<file path="config.mk">
export PLATFORM = sky130hd
export DESIGN_NAME = pu_net
export DESIGN_NICKNAME = d
export VERILOG_FILES = /design/src/pu_types_pkg.sv /design/src/pu_ctrl_pkg.sv /design/src/pu_if.sv /design/src/pu_net.sv /design/src/pu_ctrl.sv /design/src/pu_accum.sv /design/src/pu_div.sv /design/src/div_pipe.sv
export SDC_FILE = /design/constraint.sdc
export NUM_CORES = 2
export LEC_CHECK = 0
export BUFFER_PORTS_ARGS = -buffer_cell sky130_fd_sc_hd__buf_2
export CORE_MARGIN = 2
export CORE_UTILIZATION = 49
export DETAILED_ROUTE_END_ITERATION = 6
export GPL_TIMING_DRIVEN = 1
export PLACE_DENSITY = 0.76
export SLEW_MARGIN = 20
export SYNTH_ARGS = -nofsm -noshare
export SYNTH_HDL_FRONTEND = slang
export SYNTH_SLANG_ARGS = --single-unit
export TNS_END_PERCENT = 50
</file>
<file path="constraint.sdc">
create_clock -name clk -period 68.5 [get_ports clk]
set_input_delay 3.425 -clock clk [delete_from_list [all_inputs] [get_ports clk]]
set_output_delay 3.425 -clock clk [all_outputs]
set_load 0.1 [all_outputs]
</file>
<file path="src/pu_types_pkg.sv">
package pu_types_pkg;

  localparam int DATA_WIDTH = 32;
  localparam int ATTR_WIDTH = 4;

  localparam int ATTR_INVALID = 0;  // Result not usable
  localparam int ATTR_CARRY   = 1;  // Carry or borrow out of the accumulator
  localparam int ATTR_NEG     = 2;  // Accumulator subtracts on launch

  // Register stages inside div_pipe
  localparam int DIV_STAGES = 4;

  typedef logic [DATA_WIDTH-1:0] data_t;
  typedef logic [ATTR_WIDTH-1:0] attr_t;

endpackage
</file>
<file path="src/pu_ctrl_pkg.sv">
package pu_ctrl_pkg;

  typedef enum logic [1:0] {
    OP_DIV = 2'd0,
    OP_ADD = 2'd1,
    OP_SUB = 2'd2
  } op_t;

  typedef enum logic [2:0] {
    IDLE  = 3'd0,
    WR_A  = 3'd1,
    WR_B  = 3'd2,
    WAIT  = 3'd3,
    RD_LO = 3'd4,
    RD_HI = 3'd5,
    DONE  = 3'd6
  } ctrl_state_t;

  // Divider pipe plus the unit's output register
  localparam int DIV_WAIT = pu_types_pkg::DIV_STAGES + 1;
  localparam int ACC_WAIT = 1;

  localparam int WAIT_CNT_W = $clog2(DIV_WAIT + 1);

endpackage

</file>
<file path="src/pu_if.sv">
interface pu_if import pu_types_pkg::*; ();

  logic  wr;
  logic  wr_sel;    // High on the launch write
  logic  oe;
  logic  oe_sel;    // Low word or high word
  data_t data_in;
  attr_t attr_in;
  data_t data_out;  // Zero while oe is low
  attr_t attr_out;

  modport ctrl (
    output wr, wr_sel, oe, oe_sel, data_in, attr_in,
    input  data_out, attr_out
  );

  modport pu (
    input  wr, wr_sel, oe, oe_sel, data_in, attr_in,
    output data_out, attr_out
  );

endinterface

</file>
<file path="src/pu_net.sv">
module pu_net import pu_types_pkg::*; import pu_ctrl_pkg::*; (
  input  logic  clk,
  input  logic  rst,
  input  logic  cmd_valid,
  input  op_t   cmd_op,
  input  data_t cmd_a,
  input  data_t cmd_b,
  output logic  cmd_ready,
  output logic  res_valid,
  output data_t res_lo,
  output data_t res_hi,
  output attr_t res_attr
);

  pu_if div_bus ();
  pu_if acc_bus ();

  pu_ctrl i_pu_ctrl (
    .clk       (clk),
    .rst       (rst),
    .cmd_valid (cmd_valid),
    .cmd_op    (cmd_op),
    .cmd_a     (cmd_a),
    .cmd_b     (cmd_b),
    .cmd_ready (cmd_ready),
    .res_valid (res_valid),
    .res_lo    (res_lo),
    .res_hi    (res_hi),
    .res_attr  (res_attr),
    .div_port  (div_bus),
    .acc_port  (acc_bus)
  );

  pu_div i_pu_div (
    .clk  (clk),
    .rst  (rst),
    .port (div_bus)
  );

  pu_accum i_pu_accum (
    .clk  (clk),
    .rst  (rst),
    .port (acc_bus)
  );

endmodule

</file>
<file path="src/pu_ctrl.sv">
module pu_ctrl import pu_types_pkg::*; import pu_ctrl_pkg::*; (
  input  logic  clk,
  input  logic  rst,
  input  logic  cmd_valid,
  input  op_t   cmd_op,
  input  data_t cmd_a,
  input  data_t cmd_b,
  output logic  cmd_ready,
  output logic  res_valid,
  output data_t res_lo,
  output data_t res_hi,
  output attr_t res_attr,
  pu_if.ctrl    div_port,
  pu_if.ctrl    acc_port
);

  ctrl_state_t           state;
  op_t                   op_q;
  data_t                 a_q;
  data_t                 b_q;
  logic [WAIT_CNT_W-1:0] wait_cnt;
  attr_t                 attr_lo;
  logic                  is_div;
  logic                  wr;
  logic                  oe;
  data_t                 bus_data;
  attr_t                 bus_attr;
  attr_t                 wr_attr;

  always_ff @(posedge clk) begin
    if (rst) begin
      state     <= IDLE;
      op_q      <= OP_DIV;
      wait_cnt  <= '0;
      res_valid <= 1'b0;
    end else begin
      res_valid <= (state == RD_HI);
      case (state)
        IDLE: begin
          if (cmd_valid) begin
            op_q  <= cmd_op;
            state <= WR_A;
          end
        end
        WR_A: state <= WR_B;
        WR_B: begin
          wait_cnt <= (op_q == OP_DIV) ? WAIT_CNT_W'(DIV_WAIT - 1) : WAIT_CNT_W'(ACC_WAIT - 1);
          state    <= WAIT;
        end
        WAIT: begin
          if (wait_cnt == '0) begin
            state <= RD_LO;
          end else begin
            wait_cnt <= wait_cnt - 1'b1;
          end
        end
        RD_LO: state <= RD_HI;
        RD_HI: state <= DONE;
        default: state <= IDLE;  // DONE
      endcase
    end
  end

  // Operands and results
  always_ff @(posedge clk) begin
    if (state == IDLE && cmd_valid) begin
      a_q <= cmd_a;
      b_q <= cmd_b;
    end
    if (state == RD_LO) begin
      res_lo  <= bus_data;
      attr_lo <= bus_attr;
    end
    if (state == RD_HI) begin
      res_hi   <= bus_data;
      res_attr <= attr_lo | bus_attr;
    end
  end

  assign cmd_ready = (state == IDLE);
  assign is_div    = (op_q == OP_DIV);
  assign wr        = (state == WR_A) || (state == WR_B);
  assign oe        = (state == RD_LO) || (state == RD_HI);

  always_comb begin
    wr_attr = '0;
    wr_attr[ATTR_NEG] = (state == WR_B) && (op_q == OP_SUB);
  end

  assign div_port.wr      = wr && is_div;
  assign div_port.wr_sel  = (state == WR_B);
  assign div_port.oe      = oe && is_div;
  assign div_port.oe_sel  = (state == RD_HI);
  assign div_port.data_in = (state == WR_A) ? a_q : b_q;
  assign div_port.attr_in = '0;

  assign acc_port.wr      = wr && !is_div;
  assign acc_port.wr_sel  = (state == WR_B);
  assign acc_port.oe      = oe && !is_div;
  assign acc_port.oe_sel  = (state == RD_HI);
  assign acc_port.data_in = (state == WR_A) ? a_q : b_q;
  assign acc_port.attr_in = wr_attr;

  // Idle units drive zero
  assign bus_data = div_port.data_out | acc_port.data_out;
  assign bus_attr = div_port.attr_out | acc_port.attr_out;

  a_one_reader: assert property (@(posedge clk) disable iff (rst)
    !(div_port.oe && acc_port.oe));

  a_div_wr_oe: assert property (@(posedge clk) disable iff (rst)
    !(div_port.wr && div_port.oe));

  a_acc_wr_oe: assert property (@(posedge clk) disable iff (rst)
    !(acc_port.wr && acc_port.oe));

  a_valid_in_done: assert property (@(posedge clk) disable iff (rst)
    res_valid |-> state == DONE);

endmodule

</file>
<file path="src/pu_accum.sv">
module pu_accum import pu_types_pkg::*; (
  input  logic clk,
  input  logic rst,
  pu_if.pu     port
);

  data_t             opnd_q;
  logic              inv_latch;
  logic [DATA_WIDTH:0] sum_q;  // Top bit is carry or borrow
  logic              inv_q;
  attr_t             attr_res;

  always_ff @(posedge clk) begin
    if (rst) begin
      opnd_q    <= '0;
      inv_latch <= 1'b0;
      sum_q     <= '0;
      inv_q     <= 1'b0;
    end else if (port.wr) begin
      if (!port.wr_sel) begin
        opnd_q    <= port.data_in;
        inv_latch <= port.attr_in[ATTR_INVALID];
      end else begin
        if (port.attr_in[ATTR_NEG]) begin
          sum_q <= {1'b0, opnd_q} - {1'b0, port.data_in};
        end else begin
          sum_q <= {1'b0, opnd_q} + {1'b0, port.data_in};
        end
        inv_q <= inv_latch | port.attr_in[ATTR_INVALID];
      end
    end
  end

  always_comb begin
    attr_res = '0;
    attr_res[ATTR_CARRY]   = sum_q[DATA_WIDTH];
    attr_res[ATTR_INVALID] = inv_q;
  end

  // No high word, only the attribute on the second read
  assign port.data_out = (port.oe && !port.oe_sel) ? sum_q[DATA_WIDTH-1:0] : '0;
  assign port.attr_out = port.oe ? attr_res : '0;

endmodule

</file>
<file path="src/pu_div.sv">
module pu_div import pu_types_pkg::*; (
  input  logic clk,
  input  logic rst,
  pu_if.pu     port
);

  data_t                 numer_latch;
  logic                  inv_latch;
  data_t                 numer_q;
  data_t                 denom_q;
  logic                  inv_arg_q;
  logic [DIV_STAGES-1:0] inv_pipe;   // Follows the division through div_pipe
  data_t                 quo_pipe;
  data_t                 rem_pipe;
  data_t                 quo_q;
  data_t                 rem_q;
  logic                  inv_q;
  attr_t                 attr_res;

  always_ff @(posedge clk) begin
    if (rst) begin
      numer_latch <= '0;
      inv_latch   <= 1'b0;
      numer_q     <= '0;
      denom_q     <= '0;
      inv_arg_q   <= 1'b0;
    end else if (port.wr) begin
      if (!port.wr_sel) begin
        numer_latch <= port.data_in;
        inv_latch   <= port.attr_in[ATTR_INVALID];
      end else begin
        numer_q   <= numer_latch;  // Launch
        denom_q   <= port.data_in;
        inv_arg_q <= inv_latch | port.attr_in[ATTR_INVALID];
      end
    end
  end

  div_pipe i_div_pipe (
    .clk      (clk),
    .rst      (rst),
    .numer    (numer_q),
    .denom    (denom_q),
    .quotient (quo_pipe),
    .remain   (rem_pipe)
  );

  always_ff @(posedge clk) begin
    if (rst) begin
      inv_pipe <= '0;
      quo_q    <= '0;
      rem_q    <= '0;
      inv_q    <= 1'b0;
    end else begin
      inv_pipe <= {inv_pipe[DIV_STAGES-2:0], inv_arg_q | (denom_q == '0)};
      quo_q    <= quo_pipe;
      rem_q    <= rem_pipe;
      inv_q    <= inv_pipe[DIV_STAGES-1];
    end
  end

  always_comb begin
    attr_res = '0;
    attr_res[ATTR_INVALID] = inv_q;
  end

  assign port.data_out = port.oe ? (port.oe_sel ? rem_q : quo_q) : '0;
  assign port.attr_out = port.oe ? attr_res : '0;

  // Reading too early would return the previous division
  a_no_early_read: assert property (@(posedge clk) disable iff (rst)
    (port.wr && port.wr_sel) |=> !port.oe [*DIV_STAGES]);

endmodule

</file>
<file path="src/div_pipe.sv">
module div_pipe import pu_types_pkg::*; (
  input  logic  clk,
  input  logic  rst,
  input  data_t numer,
  input  data_t denom,
  output data_t quotient,
  output data_t remain
);

  localparam int BITS = DATA_WIDTH / DIV_STAGES;  // Quotient bits per stage

  typedef struct packed {
    data_t rem;
    data_t quo;
    data_t num;  // Numerator bits not yet shifted in
    data_t den;
  } stage_t;

  stage_t st_q [DIV_STAGES];

  // A zero denominator always passes the trial subtraction, so the quotient
  // fills with ones and the numerator ends up in the remainder
  for (genvar s = 0; s < DIV_STAGES; s++) begin : g_stage
    stage_t cur;
    stage_t nxt;

    if (s == 0) begin : g_first
      assign cur = '{rem: '0, quo: '0, num: numer, den: denom};
    end else begin : g_next
      assign cur = st_q[s-1];
    end

    always_comb begin
      logic [DATA_WIDTH:0] trial;
      nxt = cur;
      for (int b = 0; b < BITS; b++) begin
        trial = {nxt.rem, nxt.num[DATA_WIDTH-1]};
        nxt.num = nxt.num << 1;
        if (trial >= {1'b0, nxt.den}) begin
          trial = trial - {1'b0, nxt.den};
          nxt.quo = {nxt.quo[DATA_WIDTH-2:0], 1'b1};
        end else begin
          nxt.quo = {nxt.quo[DATA_WIDTH-2:0], 1'b0};
        end
        nxt.rem = trial[DATA_WIDTH-1:0];
      end
    end

    always_ff @(posedge clk) begin
      if (rst) begin
        st_q[s] <= '0;
      end else begin
        st_q[s] <= nxt;
      end
    end
  end

  assign quotient = st_q[DIV_STAGES-1].quo;
  assign remain   = st_q[DIV_STAGES-1].rem;

endmodule

</file>
==> impl_results.md <==
- Status: finished with violations
- Failing checks: design-rule violations
- R2r setup slk: 33.16 ns
- Most used DFF post-synth: dfxtp_1
- HPWL after DPL: 215,600 um
- Yosys top cell area share: 15.59%
- Vias after detailed routing: 79,150
- H-tree depth: 3
- CP Max Fanout: 47
- Final setup viols: 0
- Post-Route WL: 272,800 um
- DRT Pass-1 Iters: 7
- Grt total ovfl: 0
- # resized after CTS: 0
- Max Cap Viol: 0
- CTS Buf Count: 78
- Worst r2r dst: i_pu_div.i_div_pipe.st_q[3][117]
- Clock net sink count: 723
- Leading post-synthesis cells by cell area: ha_1, dfxtp_1, a21oi_1
- Slew @ Worst Pin: 1.107 ns
- Worst path max stage delay: 1.02 ns
- Sequential fraction of the synthesis area: 19.13%
- DRC: 1
- Filler instances: 15,720
- Gr usage total: 30.18%
- Crit path capture: i_pu_div.i_div_pipe.st_q[3][117]
- Minimum clock period: 35.35 ns
- Worst Setup SP: i_pu_div.i_div_pipe.st_q[2][1]
- Initial Utilization: 49.37%
- Synthesized area per cell: 7.873 um2
- Sum of negative setup slack: 0 ns
- Worst-case reg-to-reg path depth: 121
- WP data required: 69.13 ns
- # rows: 150
- First-pass GRT wire length: 419,000 um
- Height of the die: 414.5 um
- Final Cycle Share: 51.60%
- Final hold violations: 0
- Cell mode on critical path: o21ai_0
- Largest net degree at the start of global routing: 124
- Slowest cell on the critical path: nand3_2
- Crit path kind: reg2reg
- CTS tree: done
- Drt wl/cell: 21.44 um
- Layout cells sized above 1: 9.243%
- Setup Buffers After CTS: 0
- Yosys warning count: 0
- CORE AREA: 167,200 um2
- Area of the die: 171,800 um2
- Max clock buf depth: 3
- Commonest non-fill, non-tap cell in the layout: a21oi_1
- Asr flop ratio synth: 0%
- Most frequent cells in the layout: a21oi_1, ha_1, nor2_1
- R2r startpoint: i_pu_div.i_div_pipe.st_q[2][1]
- Min-delay worst type: reg2reg
- Peak Freq: 0.02829 GHz
- CP Capture Type: register
- Library cells used by synthesis: 116
- Fin nets: 11,590
- RSZ-0062 raised after global routing: false
- Root buf cell: clkbuf_16
- Synthesized area: 82,570 um2
- Yosys reg bits: 723
- Vias per inst: 6.221
- PortBufs: 136
- Vias in the first global route: 75,320
- Iter 0 DRT Violations: 7,391
- Dominant cell type by area after synthesis: ha_1
- Cells after Synth: 10,490
- Max-slew headroom: 26.18%
- Count of pins over their slew limit: 0
- Clock skew: 0.03612 ns
- Initial antenna violation count: 8
- Number of synthesized flops with an enable pin: 132
- GPL Wtd Cong: 0.9927
- CP startpoint kind: register
- Hold Buf Count CTS: 0
- Synth-to-Final Area Change: 6.439%
- Worst Path Arrival: 35.98 ns
- # IOs: 139
- Remaining antenna violation count: 0
- Die width: 414.5 um
- Skew-Pair Late Insertion Delay: 0.68 ns
- Clk slew on worst S/H paths: 0.06 ns
synth_stat cells, types with 199 or more instances:
| cell | n |
|---|---|
| dfxtp_1 | 591 |
| nor2_1 | 964 |
| o21ai_0 | 552 |
| a21oi_1 | 1067 |
| nor2b_1 | 289 |
| ha_1 | 1029 |
| clkbuf_1 | 226 |
| nand3_1 | 199 |
| nand2_1 | 916 |
| inv_1 | 460 |
| nor3_1 | 203 |
| xor2_1 | 281 |
| xnor2_1 | 564 |
| a21o_1 | 415 |
| mux2_2 | 461 |
area by class of cell:
| type | instances | area, um2 | share of cell area, % |
|---|---|---|---|
| multi-input cells | 8983 | 63800 | 72.60 |
| flip-flops and latches | 723 | 15800 | 17.97 |
| well taps | 2204 | 2758 | 3.138 |
| clock buffers | 106 | 2150 | 2.446 |
| inverters | 461 | 1730 | 1.969 |
| repair buffers | 209 | 1239 | 1.409 |
| clock inverters | 34 | 396.6 | 0.4513 |
| diodes | 3 | 7.507 | 0.008542 |
worst max-delay path: cells and delay by family, from the launching register on:
kind,cells,cell delay (ns)
AO/OA/AOI/OAI,72,20.75
AND/OR/NAND/NOR,30,7.89
adder cells (fa/ha/maj),8,2.74
buffers and inverters,10,2.57
flip-flops,1,0.77
multiplexers,1,0.43
sequential cells by signal, summed over array words and instances, names as in the netlist, 4 cells and up:
name,count
i_pu_div.rem_q,32
i_pu_div.numer_q,32
i_pu_ctrl.res_hi,32
i_pu_accum.sum_q,33
i_pu_div.quo_q,32
i_pu_div.i_div_pipe.st_q,352
i_pu_div.denom_q,32
i_pu_accum.opnd_q,32
i_pu_div.numer_latch,32
i_pu_ctrl.b_q,32
i_pu_div.inv_pipe,4
i_pu_ctrl.res_lo,32
i_pu_ctrl.a_q,32
worst min path at each step:
stage | from | cells past startpoint | slack, ns | endpoint
2_1_floorplan | i_pu_div.i_div_pipe.st_q[0][32] | 1 | 0.41 | i_pu_div.i_div_pipe.st_q[1][40]
3_3_place_gp | i_pu_div.i_div_pipe.st_q[0][33] | 1 | 0.42 | i_pu_div.i_div_pipe.st_q[1][41]
3_5_place_dp | i_pu_div.inv_pipe[0] | 1 | 0.42 | i_pu_div.inv_pipe[1]
4_1_cts | i_pu_div.i_div_pipe.st_q[2][73] | 1 | 0.43 | i_pu_div.i_div_pipe.st_q[3][81]
5_1_grt | i_pu_div.i_div_pipe.st_q[3][67] | 1 | 0.45 | i_pu_div.quo_q[11]
6_report | i_pu_div.i_div_pipe.st_q[2][73] | 1 | 0.43 | i_pu_div.i_div_pipe.st_q[3][81]
cell families (layout without fill, tap and decap cells):
family / count (synthesis) / in the layout / share of synthesized area (%)
other: 1 / 5 / 0.004542
buffers and inverters: 782 / 810 / 3.749
xor gates and xnor gates: 845 / 845 / 8.964
adders and majority gates: 1061 / 1061 / 16.37
muxes: 651 / 651 / 8.650
AOI/OAI and AO/OA: 3134 / 3134 / 24.28
and+or+nand+nor: 3290 / 3290 / 18.85
DFF: 723 / 723 / 19.13
per-stage QoR:
step | hold WS [ns] | utilization [%] | cells | setup WS, ns | area, um2
6_report | 0.4283 | 52.55 | 12720 | 33.16 | 87880
5_1_grt | 0.4462 | 52.55 | 12720 | 30.39 | 87870
4_1_cts | 0.4266 | 52.55 | 12720 | 33.71 | 87870
3_5_place_dp | 0.4212 | 51.02 | 12580 | 33.93 | 85320
3_3_place_gp | 0.4153 | 51.02 | 12580 | 34.85 | 85320
2_1_floorplan | 0.4138 | - | 10490 | 41.44 | 82570
layer usage:
metal | global-route usage (%) | share of wire (%) | up-vias
li1 | - | - | 38180
met1 | 38.40 | 43 | 37490
met2 | 50.54 | 46 | 2836
met3 | 3.383 | 6.0 | 636
met4 | 14.93 | 5.2 | 8
met5 | 0 | 0.035 | -
Power is left out: the tool's default activity adds up to more than one toggle a clock period on the data nets, which glitch-free logic cannot reach.
